<file path="src/source/dmc_pkg.sv">
// Delta-modulation channel package with constants, rate periods and shared types
`default_nettype none

package dmc_pkg;

	typedef logic [15:0] addr_t;	// Sample memory address
	typedef logic [6:0] level_t;	// Output level for the DAC
	typedef logic [7:0] byte_t;		// Register or sample byte
	typedef logic [3:0] rate_idx_t;	// Index into the period table
	typedef logic [8:0] period_t;	// Timer period in aclk cycles
	typedef logic [11:0] length_t;	// Sample bytes still to fetch
	typedef logic [3:0] bit_cnt_t;	// Bits left in the shifter

	// One entry per rate index, replaces the LFSR and its decoder
	localparam period_t RATE_PERIODS [16] = '{
		9'd214,
		9'd190,
		9'd170,
		9'd160,
		9'd143,
		9'd127,
		9'd113,
		9'd107,
		9'd95,
		9'd80,
		9'd71,
		9'd64,
		9'd53,
		9'd42,
		9'd36,
		9'd27
	};

	localparam addr_t ADDR_BASE = 16'hC000;		// First possible sample start
	localparam int ADDR_SHIFT = 6;				// Start register counts 64-byte blocks
	localparam int LEN_SHIFT = 4;				// Length register counts 16-byte blocks
	localparam addr_t ADDR_WRAP = 16'h8000;		// Address after 0xFFFF

	localparam level_t LEVEL_MAX = 7'd127;
	localparam level_t LEVEL_STEP = 7'd2;		// Level change per sample bit
	localparam bit_cnt_t BITS_PER_BYTE = 4'd8;

	localparam int CTRL_LOOP_BIT = 6;			// Control register, loop playback
	localparam int CTRL_IRQ_BIT = 7;			// Control register, interrupt enable
	localparam int STATUS_ENABLE_BIT = 4;		// Status register, channel enable

endpackage

`default_nettype wire

</file>
<file path="src/source/dmc_buffer_if.sv">
// Sample byte handover from the reader into the output side buffer
`timescale 1ns/1ps
`default_nettype none

interface dmc_buffer_if;

	logic byte_valid;				// One-cycle strobe with a fetched byte
	dmc_pkg::byte_t byte_data;
	logic buffer_empty;				// Buffer state, owned by the player

	modport reader (
		output byte_valid, byte_data,
		input buffer_empty
	);

	modport player (
		input byte_valid, byte_data,
		output buffer_empty
	);

endinterface

`default_nettype wire

</file>
<file path="src/source/dmc_config_if.sv">
// Channel settings bus from the register block to the reader and the output side
`timescale 1ns/1ps
`default_nettype none

interface dmc_config_if;

	dmc_pkg::rate_idx_t rate_idx;
	logic loop_mode;
	logic irq_enable;
	dmc_pkg::byte_t start_reg;		// Raw start address register
	dmc_pkg::byte_t length_reg;		// Raw length register
	logic enable;
	logic restart;					// One-cycle pulse, reload the reader
	logic irq_clear;				// One-cycle pulse, drop the interrupt

	modport regs (
		output rate_idx, loop_mode, irq_enable, start_reg, length_reg,
		output enable, restart, irq_clear
	);

	modport reader (
		input loop_mode, irq_enable, start_reg, length_reg,
		input enable, restart, irq_clear
	);

	modport player (
		input rate_idx
	);

endinterface

`default_nettype wire

</file>
<file path="src/source/dmc_channel.sv">
// Delta-modulation sample channel top, register, reader and output blocks
`timescale 1ns/1ps
`default_nettype none

module dmc_channel (
	input wire aclk,
	input wire reset,
	input wire write_ctrl,
	input wire write_level,
	input wire write_addr,
	input wire write_len,
	input wire write_status,
	input wire dmc_pkg::byte_t write_data,
	input wire dma_ack,
	input wire dmc_pkg::byte_t dma_data,
	output wire dma_req,
	output wire dmc_pkg::addr_t dma_addr,
	output wire irq,
	output wire active,
	output wire dmc_pkg::level_t level
);

	wire bytes_remaining_zero;	// Reader count state for restart decode

	dmc_config_if cfg_bus ();
	dmc_buffer_if sample_bus ();

	dmc_regs regs_i (
		.aclk(aclk),
		.reset(reset),
		.write_ctrl(write_ctrl),
		.write_addr(write_addr),
		.write_len(write_len),
		.write_status(write_status),
		.write_data(write_data),
		.bytes_remaining_zero(bytes_remaining_zero),
		.cfg(cfg_bus.regs)
	);

	dmc_sample_reader reader_i (
		.aclk(aclk),
		.reset(reset),
		.dma_ack(dma_ack),
		.dma_data(dma_data),
		.dma_req(dma_req),
		.dma_addr(dma_addr),
		.irq(irq),
		.active(active),
		.bytes_remaining_zero(bytes_remaining_zero),
		.cfg(cfg_bus.reader),
		.buf_if(sample_bus.reader)
	);

	dmc_output_unit output_i (
		.aclk(aclk),
		.reset(reset),
		.write_level(write_level),
		.write_data(write_data),
		.level(level),
		.cfg(cfg_bus.player),
		.buf_if(sample_bus.player)
	);

endmodule

`default_nettype wire

</file>
<file path="src/source/dmc_output_unit.sv">
// Output side with rate timer, sample buffer, shifter and delta level counter
`timescale 1ns/1ps
`default_nettype none

module dmc_output_unit (
	input wire aclk,
	input wire reset,
	input wire write_level,
	input wire dmc_pkg::byte_t write_data,
	output dmc_pkg::level_t level,
	dmc_config_if.player cfg,
	dmc_buffer_if.player buf_if
);

	dmc_pkg::period_t timer_q;
	dmc_pkg::bit_cnt_t bits_left;
	dmc_pkg::byte_t sample_buf;
	dmc_pkg::byte_t shift_q;
	logic tick;
	logic byte_end;
	logic silent;		// No byte was there at the last reload
	logic level_up;
	logic level_down;

	assign tick = (timer_q == '0);
	assign byte_end = tick && (bits_left == 4'd1);

	// Clamp so the counter neither overflows nor goes below zero
	assign level_up = shift_q[0] &&
		(level <= dmc_pkg::LEVEL_MAX - dmc_pkg::LEVEL_STEP);
	assign level_down = !shift_q[0] && (level >= dmc_pkg::LEVEL_STEP);

	// Reload with period minus one so ticks are one period apart
	always_ff @(posedge aclk) begin
		if (reset)
			timer_q <= '0;
		else if (tick)
			timer_q <= dmc_pkg::RATE_PERIODS[cfg.rate_idx] - 9'd1;
		else
			timer_q <= timer_q - 9'd1;
	end

	always_ff @(posedge aclk) begin
		if (reset) begin
			bits_left <= dmc_pkg::BITS_PER_BYTE;
			silent <= 1'b1;
			buf_if.buffer_empty <= 1'b1;
		end else begin
			if (byte_end)
				bits_left <= dmc_pkg::BITS_PER_BYTE;
			else if (tick)
				bits_left <= bits_left - 4'd1;

			if (byte_end)
				silent <= buf_if.buffer_empty;	// Starve if nothing arrived

			if (buf_if.byte_valid)
				buf_if.buffer_empty <= 1'b0;
			else if (byte_end)
				buf_if.buffer_empty <= 1'b1;	// Shifter took the byte
		end
	end

	always_ff @(posedge aclk) begin
		if (buf_if.byte_valid)
			sample_buf <= buf_if.byte_data;

		if (byte_end && !buf_if.buffer_empty)
			shift_q <= sample_buf;
		else if (tick)
			shift_q <= shift_q >> 1;	// LSB first
	end

	always_ff @(posedge aclk) begin
		if (reset)
			level <= '0;
		else if (write_level)
			level <= write_data[6:0];	// Direct load wins over a tick
		else if (tick && !silent) begin
			if (level_up)
				level <= level + dmc_pkg::LEVEL_STEP;
			else if (level_down)
				level <= level - dmc_pkg::LEVEL_STEP;
		end
	end

	// Level moves one step at a time and never wraps past LEVEL_MAX or zero
	a_level_in_range: assert property (@(posedge aclk) disable iff (reset)
		(!$past(write_level) && $changed(level)) |->
		(({1'b0, level} == {1'b0, $past(level)} + {1'b0, dmc_pkg::LEVEL_STEP}) ||
		({1'b0, level} + {1'b0, dmc_pkg::LEVEL_STEP} == {1'b0, $past(level)})))
		else $error("dmc_output_unit: level left its range");

endmodule

`default_nettype wire

</file>
<file path="src/source/dmc_regs.sv">
// Channel register block, decodes the write strobes into settings and pulses
`timescale 1ns/1ps
`default_nettype none

module dmc_regs (
	input wire aclk,
	input wire reset,
	input wire write_ctrl,
	input wire write_addr,
	input wire write_len,
	input wire write_status,
	input wire dmc_pkg::byte_t write_data,
	input wire bytes_remaining_zero,
	dmc_config_if.regs cfg
);

	logic enable_bit;	// Enable bit of a status write

	assign enable_bit = write_data[dmc_pkg::STATUS_ENABLE_BIT];

	always_ff @(posedge aclk) begin
		if (reset) begin
			cfg.rate_idx <= '0;
			cfg.loop_mode <= 1'b0;
			cfg.irq_enable <= 1'b0;
			cfg.enable <= 1'b0;
			cfg.restart <= 1'b0;
			cfg.irq_clear <= 1'b0;
		end else begin
			if (write_ctrl) begin
				cfg.rate_idx <= write_data[3:0];
				cfg.loop_mode <= write_data[dmc_pkg::CTRL_LOOP_BIT];
				cfg.irq_enable <= write_data[dmc_pkg::CTRL_IRQ_BIT];
			end
			if (write_status)
				cfg.enable <= enable_bit;

			// Start a sample when turned on, or when idle and enabled again
			cfg.restart <= write_status && enable_bit &&
				(!cfg.enable || bytes_remaining_zero);
			cfg.irq_clear <= write_status ||
				(write_ctrl && !write_data[dmc_pkg::CTRL_IRQ_BIT]);
		end
	end

	always_ff @(posedge aclk) begin
		if (write_addr)
			cfg.start_reg <= write_data;
		if (write_len)
			cfg.length_reg <= write_data;
	end

	// Register writes come from one CPU store at a time
	a_one_write: assert property (@(posedge aclk) disable iff (reset)
		$onehot0({write_ctrl, write_addr, write_len, write_status}))
		else $error("dmc_regs: more than one write strobe in a cycle");

endmodule

`default_nettype wire

</file>
<file path="src/source/dmc_sample_reader.sv">
// Sample reader with fetch request, address and byte counters, loop and interrupt
`timescale 1ns/1ps
`default_nettype none

module dmc_sample_reader (
	input wire aclk,
	input wire reset,
	input wire dma_ack,
	input wire dmc_pkg::byte_t dma_data,
	output logic dma_req,
	output dmc_pkg::addr_t dma_addr,
	output logic irq,
	output logic active,
	output logic bytes_remaining_zero,
	dmc_config_if.reader cfg,
	dmc_buffer_if.reader buf_if
);

	dmc_pkg::addr_t addr_q;
	dmc_pkg::addr_t next_addr;
	dmc_pkg::addr_t start_addr;
	dmc_pkg::length_t count_q;
	dmc_pkg::length_t start_count;
	logic fetch_done;
	logic last_byte;
	logic reload;

	assign start_addr = dmc_pkg::ADDR_BASE +
		(dmc_pkg::addr_t'(cfg.start_reg) << dmc_pkg::ADDR_SHIFT);
	assign start_count = (dmc_pkg::length_t'(cfg.length_reg) << dmc_pkg::LEN_SHIFT) + 12'd1;
	assign next_addr = (addr_q == 16'hFFFF) ? dmc_pkg::ADDR_WRAP : addr_q + 16'd1;	// Wrap into ROM

	assign bytes_remaining_zero = (count_q == '0);
	assign last_byte = (count_q == 12'd1);

	// Hold off while a fetched byte is still on its way into the buffer
	assign dma_req = cfg.enable && !bytes_remaining_zero &&
		buf_if.buffer_empty && !buf_if.byte_valid;
	assign fetch_done = dma_req && dma_ack;	// Stray acks are dropped
	assign reload = cfg.restart || (fetch_done && last_byte && cfg.loop_mode);

	assign dma_addr = addr_q;
	assign active = cfg.enable && !bytes_remaining_zero;

	always_ff @(posedge aclk) begin
		if (reset) begin
			count_q <= '0;
			irq <= 1'b0;
			buf_if.byte_valid <= 1'b0;
		end else begin
			buf_if.byte_valid <= fetch_done;

			if (!cfg.enable)
				count_q <= '0;	// Disable stops the sample
			else if (reload)
				count_q <= start_count;
			else if (fetch_done)
				count_q <= count_q - 12'd1;

			if (cfg.loop_mode)
				irq <= 1'b0;	// Looping samples never interrupt
			else if (fetch_done && last_byte && cfg.irq_enable)
				irq <= 1'b1;
			else if (cfg.irq_clear)
				irq <= 1'b0;
		end
	end

	always_ff @(posedge aclk) begin
		if (reload)
			addr_q <= start_addr;
		else if (fetch_done)
			addr_q <= next_addr;

		if (fetch_done)
			buf_if.byte_data <= dma_data;
	end

	// Memory may stretch the ack, the address must not move meanwhile
	a_addr_stable: assert property (@(posedge aclk) disable iff (reset)
		(dma_req && $past(dma_req)) |-> $stable(dma_addr))
		else $error("dmc_sample_reader: dma_addr moved during a request");

endmodule

`default_nettype wire

</file>
<file path="config.mk">
export PLATFORM = sky130hd
export DESIGN_NAME = dmc_channel
export DESIGN_NICKNAME = d
export VERILOG_FILES = /design/src/source/dmc_pkg.sv /design/src/source/dmc_buffer_if.sv /design/src/source/dmc_config_if.sv /design/src/source/dmc_channel.sv /design/src/source/dmc_output_unit.sv /design/src/source/dmc_regs.sv /design/src/source/dmc_sample_reader.sv
export SDC_FILE = /design/constraint.sdc
export NUM_CORES = 1
export LEC_CHECK = 0
export BUFFER_PORTS_ARGS = -buffer_cell sky130_fd_sc_hd__buf_2
export CAP_MARGIN = 20
export CORE_UTILIZATION = 25
export DETAILED_ROUTE_END_ITERATION = 10
export GPL_TIMING_DRIVEN = 0
export SYNTH_ARGS = -nofsm -noshare
export SYNTH_HDL_FRONTEND = slang
export SYNTH_HIERARCHICAL = 1
export SYNTH_SLANG_ARGS = --single-unit
</file>
<file path="constraint.sdc">
create_clock -name aclk -period 7.7 [get_ports aclk]
set_clock_uncertainty 0.1 [all_clocks]
set_input_delay 1.54 -clock aclk [delete_from_list [all_inputs] [get_ports aclk]]
set_output_delay 1.54 -clock aclk [all_outputs]
set_load 0.005 [all_outputs]
</file>
==> flow_summary.yaml, run 1 <==
sta:
  tightest_slew_ps: 952.4
  max_freq_mhz: 279.9
  period_share: 0.4641
  period_minus_slack_ps: 3573
  rsz0062_at_grt: "no"
  hold_violations: 0
  slew_headroom: 0.3630
  setup_viol_count_final: 0
  slew_viol_final: 0
  tns_ps: 0
worst_hold_path:
  hold_path_class: "register to register"
power:
  pwr_density_cell_nw_per_um2: 254.8
  pwr-share-seq: 0.473
  pwr-share-comb: 0.245
  clkPwrFrac: 0.282
  power.switching_uw: 450.8
  p_sw_frac: 0.3077
  vdd_drop_max_mv: 0.09935
  intPower_uw: 1014
  p_leak_uw: 0.002061
setup_path:
  critical_path_arrival_ps: 1930
  worstPathRequired_ps: 6060
  startpoint_type: "register"
  critPathMaxFanout: 8
  end_kind: "output port"
  cpPeakStageDelay_ps: 350
  path_class: "register to output port"
  crit_slowest_cell: "nor3b_2"
  cp_common_cell: "buf_2"
  crit_chain: "inv_1, ha_1, nor3b_2, and3_1, buf_2, nor3_1, buf_2"
clocking:
  cts_setup_buffers: 0
  cts_made_buffers: 9
  clk_path_buf_depth: 2
  postCtsHoldBufs: 0
  root_buffer: "clkbuf_16"
  cts_tree: "yes"
  htree_levels: 3
  cts.sinks: 101
  clk_latency_ps: 340
  ctsResizeCount: 0
  path_clk_slew_ps: 60
layout:
  n_antenna_cell: 0
  nFillCells: 1970
  final_cells: 767
  largest_reg_flops: 16
  area_delta_synth_final_pct: 16.98
  layout.nets: 543
  final_layout_size_suffix_gt1_frac: 0.1972
route:
  drc: 0
  final_antenna_net_count: 0
  vias: 3584
  drt-total-wl_um: 10860
  drt_first_iter_violations: 272
  routedWlPerCell_um: 14.16
  avgViaCountPerCell: 4.673
  dr.pass1.iters: 4
yosys:
  syn_avg_cell_area_sq_um: 11.10
  syn_nets: 484
  synth_seq_area_share: 0.5253
  ys_async_sr_fraction: 0
  synth_edf_count: 56
  ys_types: 69
  yosys_warnings: 6
  yosys_register_bits: 101
  synthFlopType: "edfxtp_1"
  syn_inst: 443
  synth.cell_area_sq_um: 4916
placement:
  hpwl_um: 7978
  io_buffers: 48
  gp_congestion: 0.8560
  dpl.cell_count: 751
run_status:
  status: "finished clean"
global_route:
  grt_pass1_vias: 3525
  grt_overflow_total: 0
  antenna_found_initial: 0
  grt_max_degree: 18
  grt_pass1_wl_um: 17390
  grt.total_usage: 0.1105
die:
  rows: 50
  core_area_sq_um: 19020
  die_area_sq_um: 20230
  fp.dieW_um: 142.2
  die_h_um: 142.2
  ios: 50
  start_util: 0.2585
flow_run:
  maxCapViolCount: 0
## routing by layer
layer	wire, um	up-vias	GRT usage
li1	-	1761	-
met1	4519	1741	0.1241
met2	5721	67	0.2028
met3	470	15	0.02221
met4	151	0	0.04471
met5	0	-	0
## cell usage in the layout, fill, tap and decap left out, types with 6 or more instances in the layout
master / synthesis / routed
inv_1: 22 / 22
buf_2: 7 / 55
xnor2_1: 18 / 18
mux2i_1: 10 / 10
nand3_1: 14 / 14
o21ai_0: 7 / 7
o22ai_1: 6 / 6
a21oi_1: 33 / 33
clkbuf_16: 0 / 9
dfxtp_1: 45 / 45
edfxtp_1: 56 / 56
xor2_1: 11 / 11
nor2_1: 44 / 44
mux2_2: 8 / 8
and3_1: 6 / 6
nor3_1: 11 / 11
ha_1: 17 / 17
nand2_1: 19 / 19
or3_1: 6 / 6
## layout make-up
cell class / count / area (sq um) / area share
Clock buffer: 10 / 229.0 / 0.03982
Tap cell: 260 / 325.3 / 0.05657
Timing Repair Buffer: 48 / 240.2 / 0.04178
Multi-Input combinational cell: 305 / 2167 / 0.3768
Inverter: 22 / 82.58 / 0.01436
Sequential cell: 101 / 2582 / 0.4491
Clock inverter: 6 / 40.04 / 0.006963
Buffer: 15 / 83.83 / 0.01458
## cells in the mapped netlist (7+ instances only)
library cell | instances | area [sq um]
edfxtp_1 | 56 | 1682
dfxtp_1 | 45 | 900.9
nor2_1 | 44 | 165.2
a21oi_1 | 33 | 165.2
inv_1 | 22 | 82.58
nand2_1 | 19 | 71.32
xnor2_1 | 18 | 157.7
ha_1 | 17 | 212.7
nand3_1 | 14 | 70.07
nor3_1 | 11 | 55.05
xor2_1 | 11 | 96.34
mux2i_1 | 10 | 100.1
mux2_2 | 8 | 90.09
buf_2 | 7 | 35.03
o21ai_0 | 7 | 35.03
## worst max-delay path: cells and delay by family (launching register included)
kind,cells,cell delay [ps]
and+or+nand+nor,3,650
adders and majority gates,1,170
buffers and inverters,3,440
DFF,1,340
## power groups by stage
stage          sequential, uW  clock [uW]  combinational [uW]
5_1_grt                   701         449                 402
4_1_cts                   692         429                 359
6_report                  693         413                 359
2_1_floorplan             689           0                 279
3_3_place_gp              700           0                 346
3_5_place_dp              704           0                 357
## cell families (layout without fill, tap and decap cells)
group,Yosys count,after routing,synth area share
AOI/OAI and AO/OA,92,92,0.1303
xor gates and xnor gates,29,29,0.05167
adders and majority gates,17,17,0.04327
buffers and inverters,37,101,0.03385
DFF,101,101,0.5253
muxes,19,19,0.04327
and+or+nand+nor,148,148,0.1723
## worst paths after layout
path                                 from                      to  slack, ps  cells after the start
max reg2reg        regs_i/cfg.rate_idx[2]     output_i/timer_q[8]       4410                     11
max                   reader_i/count_q[0]                 dma_req       4130                      7
min reg2reg  reader_i/buf_if.byte_data[2]  output_i/sample_buf[2]        320                      0
min          reader_i/buf_if.byte_data[2]  output_i/sample_buf[2]        320                      0
## stage by stage
stage	area, sq um	util	hold slack [ps]	power [uW]	worst slack [ps]
2_1_floorplan	4916	-	300.3	967.2	4519
3_3_place_gp	5482	0.2882	305.5	1046	3870
3_5_place_dp	5482	0.2882	307.1	1061	3820
4_1_cts	5751	0.3024	322.4	1480	4076
5_1_grt	5751	0.3024	331.0	1551	4002
6_report	5751	0.3024	321.3	1465	4127
No activity file was read; power rests on OpenSTA's default activity.
==> run 2, diff against run 1 <==
==> constraint.sdc (replaced) <==
create_clock -name aclk -period 2.9 [get_ports aclk]
set_clock_uncertainty 0.1 [all_clocks]
set_input_delay 0.58 -clock aclk [delete_from_list [all_inputs] [get_ports aclk]]
set_output_delay 0.58 -clock aclk [all_outputs]
set_load 0.005 [all_outputs]
==> run 2 against run 1 <==
  * Sequential cell count unchanged
  * Hold slack worse by 4.2 ps
  * Total power rose to 2.7 times the previous value
  * Sequential share of layout area down 0.39 points
  * Via count up 0.11%
  * Die area unchanged
==> flow_summary.yaml, run 2 (synthesis gave the netlist of run 1 again) <==
clocking:
  cts_made_buffers: 9
  path_clk_slew_ps: 70
  postCtsHoldBufs: 0
  htree_levels: 3
  root_buffer: "clkbuf_16"
  clk_path_buf_depth: 2
  cts_tree: "yes"
  clk_latency_ps: 340
  cts.sinks: 101
placement:
  gp_congestion: 0.8560
  hpwl_um: 7978
  io_buffers: 48
power:
  p_leak_uw: 0.002082
  pwr-share-seq: 0.468
  power.switching_uw: 1219
  pwr_density_cell_nw_per_um2: 677.0
  intPower_uw: 2727
  pwr-share-comb: 0.253
  p_sw_frac: 0.3090
  clkPwrFrac: 0.279
  vdd_drop_max_mv: 0.2637
setup_path:
  worstPathRequired_ps: 3040
  rrSetupSlack_ps: 160
  path_class: "register to register"
  r2r-start: "regs_i/cfg.rate_idx[2]"
  critical_path_arrival_ps: 2880
  endpoint: "output_i/timer_q[6]"
  end_kind: "register"
  startpoint_type: "register"
  worstSetupStartpoint: "regs_i/cfg.rate_idx[2]"
  critPathMaxFanout: 10
  r2r_cells: 11
  reg2reg_to: "output_i/timer_q[6]"
sta:
  slew_viol_final: 0
  period_minus_slack_ps: 2742
  max_freq_mhz: 364.7
  rsz0062_at_grt: "no"
  tns_ps: 0
  tightest_slew_ps: 804.9
  hold_violations: 0
  setup_viol_count_final: 0
  period_share: 0.9456
  slew_headroom: 0.4634
route:
  drt_first_iter_violations: 256
  routedWlPerCell_um: 14.20
  vias: 3588
  met2_length_um: 5770
  met1_length_um: 4601
  dr.pass1.iters: 4
  avgViaCountPerCell: 4.666
  drt-total-wl_um: 10920
  dr.max_layer_used: "met4"
  wl_met3_um: 404
  final_antenna_net_count: 0
  drc: 0
global_route:
  grt_pass1_wl_um: 17510
  grt.total_usage: 0.1110
  grt_max_degree: 18
  antenna_found_initial: 0
  grt_pass1_vias: 3522
  grt_overflow_total: 0
flow_run:
  maxCapViolCount: 0
layout:
  area_delta_synth_final_pct: 18.58
  final_layout_size_suffix_gt1_frac: 0.2220
  n_antenna_cell: 0
  layout.nets: 545
  layout_commonest_cell: "edfxtp_1"
  largest_reg_flops: 16
  utilization: 0.3065
  final_cell_mix: "edfxtp_1, buf_2, nor2_1"
worst_hold_path:
  hold_path_class: "input pin to register"
die:
  fp.dieW_um: 142.2
  ios: 50
  die_area_sq_um: 20230
  die_h_um: 142.2
  start_util: 0.2585
  rows: 50
  core_area_sq_um: 19020
run_status:
  status: "finished clean"
[run 2: changes by cell type in the layout (fill, tap and decap cells not counted), sizes merged]
cell,previous run,this run
buf,59,61
[run 2: timing repair]
action                                  CTS  global route
buffers inserted                          0             2
pin swaps                                 0             0
endpoints found under the setup margin    3            19
resized for setup                         9            10
[run 2: power groups by stage]
stage / combinational, uW / sequential [uW] / clock (uW)
2_1_floorplan: 740 / 1830 / 0
5_1_grt: 1120 / 1870 / 1190
6_report: 1000 / 1850 / 1100
4_1_cts: 977 / 1840 / 1140
3_3_place_gp: 919 / 1860 / 0
3_5_place_dp: 948 / 1870 / 0
[run 2: metal layers]
metal  track usage  vias to the layer above
li1              -                     1765
met1        0.1249                     1742
met2        0.2049                       68
met3       0.02153                       13
met4       0.04358                        0
met5             0                        -
[run 2: worst min-delay path by stage]
| stage | slack [ps] | end | startpoint | cells past startpoint |
|---|---|---|---|---|
| 2_1_floorplan | 300 | output_i/sample_buf[0] | reader_i/buf_if.byte_data[0] | 0 |
| 3_3_place_gp | 310 | output_i/sample_buf[0] | reader_i/buf_if.byte_data[0] | 0 |
| 3_5_place_dp | 310 | output_i/sample_buf[2] | reader_i/buf_if.byte_data[2] | 0 |
| 4_1_cts | 300 | reader_i/buf_if.byte_data[3] | dma_data[3] | 1 |
| 5_1_grt | 300 | reader_i/buf_if.byte_data[1] | dma_data[1] | 1 |
| 6_report | 320 | reader_i/buf_if.byte_data[3] | dma_data[3] | 1 |
[run 2: area by class of cell]
cell class | instances | area [sq um]
Clock buffer | 10 | 229.0
Sequential cell | 101 | 2595
Fill cell | 1960 | 13190
Buffer | 15 | 90.09
Clock inverter | 6 | 40.04
Inverter | 22 | 82.58
Multi-Input combinational cell | 305 | 2212
Tap cell | 260 | 325.3
Timing Repair Buffer | 50 | 255.2
[run 2: per-stage QoR]
step	power (uW)	worst slack [ps]	std cells	hold slack [ps]	cell area [sq um]
3_3_place_gp	2778	-231.4	751	305.5	5482
5_1_grt	4175	7.763	769	301.5	5829
6_report	3946	157.9	769	317.0	5829
3_5_place_dp	2817	-279.2	751	307.1	5482
4_1_cts	3956	20.05	767	302.0	5783
2_1_floorplan	2568	140.1	443	300.3	4916
[run 2: worst max-delay path, cell delays in order (launching register included)]
cell	delay (ps)
dfxtp_4	390
buf_4	170
inv_1	50
ha_1	210
a22o_1	260
a21oi_2	170
ha_2	210
nor3b_4	230
o21ai_1	110
a2bb2oi_2	200
or3_1	370
and3_1	170
==> run 3, diff against run 2 <==
--- a/config.mk
+++ b/config.mk
@@ -7,9 +7,13 @@
 export LEC_CHECK = 0
 export BUFFER_PORTS_ARGS = -buffer_cell sky130_fd_sc_hd__buf_2
 export CAP_MARGIN = 20
+export CELL_PAD_IN_SITES_DETAIL_PLACEMENT = 1
+export CELL_PAD_IN_SITES_GLOBAL_PLACEMENT = 2
 export CORE_UTILIZATION = 25
+export CTS_BUF_LIST = sky130_fd_sc_hd__clkbuf_8
 export DETAILED_ROUTE_END_ITERATION = 10
 export GPL_TIMING_DRIVEN = 0
+export PLACE_DENSITY_LB_ADDON = 0.1
 export SYNTH_ARGS = -nofsm -noshare
 export SYNTH_HDL_FRONTEND = slang
 export SYNTH_HIERARCHICAL = 1
==> run 3 against run 2 <==
  * Clock power shrank 16%
  * Maximum frequency down 1.5%
  * Global-route usage grew 2.5 points
  * Die area stayed put
  * Clock-buffer cell count did not move
  * Via count is 0.50% lower
  * Critical path type unchanged
==> flow_summary.yaml, run 3 (synthesis gave the netlist of run 1 again) <==
layout:
  area_delta_synth_final_pct: 18.02
  final_cell_mix: "edfxtp_1, buf_2, nor2_1"
  nFillCells: 2167
  layout_commonest_cell: "edfxtp_1"
  final_layout_size_suffix_gt1_frac: 0.2324
  n_antenna_cell: 0
  utilization: 0.3051
  regArea_sq_um: 2591
  layout.nets: 548
  multi_input_area_sq_um: 2235
  largest_reg_flops: 16
setup_path:
  worstPathRequired_ps: 3080
  rrSetupSlack_ps: 120
  cpPeakStageDelay_ps: 390
  cp_num_buf_inv: 1
  end_kind: "register"
  critPathTopFamily: "simple AND/OR/NAND/NOR gates"
  critical_path_arrival_ps: 2960
  startpoint_type: "register"
  crit_slowest_cell: "dfxtp_4"
  r2r_cells: 11
  critPathMaxFanout: 6
  r2r-start: "regs_i/cfg.rate_idx[0]"
  path_class: "register to register"
  reg2reg_to: "output_i/timer_q[6]"
  crit_chain: "clkinvlp_4, ha_4, nand2_1, a22o_1, a21oi_2, ha_2, nor3b_4, o21ai_2, a2bb2oi_2, or3_1, and3_1"
route:
  avgViaCountPerCell: 4.624
  drt_first_iter_violations: 199
  drt-total-wl_um: 12840
  routedWlPerCell_um: 16.63
  vias: 3570
  drc: 0
  dr.pass1.iters: 4
  final_antenna_net_count: 0
clocking:
  htree_levels: 3
  cts.sinks: 101
  clk_latency_ps: 380
  cts_made_buffers: 9
  path_clk_slew_ps: 100
  clk_path_buf_depth: 2
  cts_tree: "yes"
  root_buffer: "clkbuf_8"
die:
  core_area_sq_um: 19020
  die_area_sq_um: 20230
  fp.dieW_um: 142.2
  die_h_um: 142.2
  ios: 50
  start_util: 0.2585
  rows: 50
placement:
  hpwl_um: 9312
  place_ws_ps: -379.1
  gp_congestion: 0.7360
  io_buffers: 48
global_route:
  antenna_found_initial: 0
  grt_max_degree: 18
  grt_pass1_wl_um: 20640
  grt_overflow_total: 0
  grt.total_usage: 0.1361
  grt_pass1_vias: 3661
power:
  vdd_drop_max_mv: 0.3239
  p_leak_uw: 0.002066
  pwr_density_cell_nw_per_um2: 664.4
  power_uw: 3855
sta:
  rsz0062_at_grt: "yes"
  hold_violations: 0
  period_minus_slack_ps: 2783
  max_freq_mhz: 359.3
  setup_viol_count_final: 0
  timing.hold.ws_ps: 265.8
  slew_headroom: 0.4473
  postLayoutSetupSlackWorst_ps: 116.5
  period_share: 0.9598
  tightest_slew_ps: 829.0
  slew_viol_final: 0
run_status:
  status: "finished clean"
worst_hold_path:
  hold_path.startpoint: "dma_data[3]"
  whs_endpoint: "reader_i/buf_if.byte_data[3]"
  hold_path_class: "input pin to register"
  hold_depth: 1
flow_run:
  maxCapViolCount: 0
-- run 3: cell count changes in the layout (fill, tap and decap cells not counted), sizes merged --
cell / delta
buf: +3
clkinv: -1
clkinvlp: +1
bufinv: +1
inv: -1
-- run 3: cell type report --
| class | count | share of cell area |
|---|---|---|
| flip-flops and latches | 101 | 0.4466 |
| multi-input cells | 305 | 0.3852 |
| well taps | 260 | 0.05607 |
| repair buffers | 53 | 0.04788 |
| clock buffers | 10 | 0.02372 |
| plain buffers | 15 | 0.01617 |
| inverters | 22 | 0.01488 |
| clock inverters | 6 | 0.009489 |
-- run 3: routing by layer --
layer / up-vias / global-route usage / wire length, um
met2: 49 / 0.2178 / 6003
met3: 16 / 0.02120 / 363
li1: 1764 / - / -
met4: 0 / 0.05716 / 246
met1: 1741 / 0.1822 / 6225
met5: - / 0 / 0
-- run 3: worst max path at each step --
stage	start	endpoint	slack (ps)	depth (start not counted)
after global placement	output_i/timer_q[3]	output_i/timer_q[6]	-310	11
after floorplan	regs_i/cfg.rate_idx[2]	output_i/timer_q[6]	140	11
final	regs_i/cfg.rate_idx[0]	output_i/timer_q[6]	120	11
after detailed placement	regs_i/cfg.rate_idx[2]	output_i/timer_q[6]	-380	11
after CTS	regs_i/cfg.rate_idx[0]	output_i/timer_q[6]	-30	11
after global routing	regs_i/cfg.rate_idx[0]	output_i/timer_q[6]	-8	11
-- run 3: power by group --
part           switching [uW]  total [uW]  internal [uW]
combinational             599        1080            480
clock                     509         924            415
sequential                161        1850           1690
-- run 3: what timing repair did --
| item | in CTS | in global routing |
|---|---|---|
| hold buffers | 0 | 0 |
| setup buffers | 0 | 5 |
| pin swaps | 0 | 3 |
| setup endpoints to repair | 19 | 6 |
| gates resized for setup | 11 | 13 |
-- run 3: per-stage QoR --
| stage | setup TNS (ps) | instance area (sq um) | instances |
|---|---|---|---|
| 6_report | 0 | 5802 | 772 |
| 4_1_cts | -32.50 | 5720 | 767 |
| 2_1_floorplan | 0 | 4916 | 443 |
| 5_1_grt | -8.131 | 5802 | 772 |
| 3_3_place_gp | -3040 | 5482 | 751 |
| 3_5_place_dp | -3163 | 5482 | 751 |
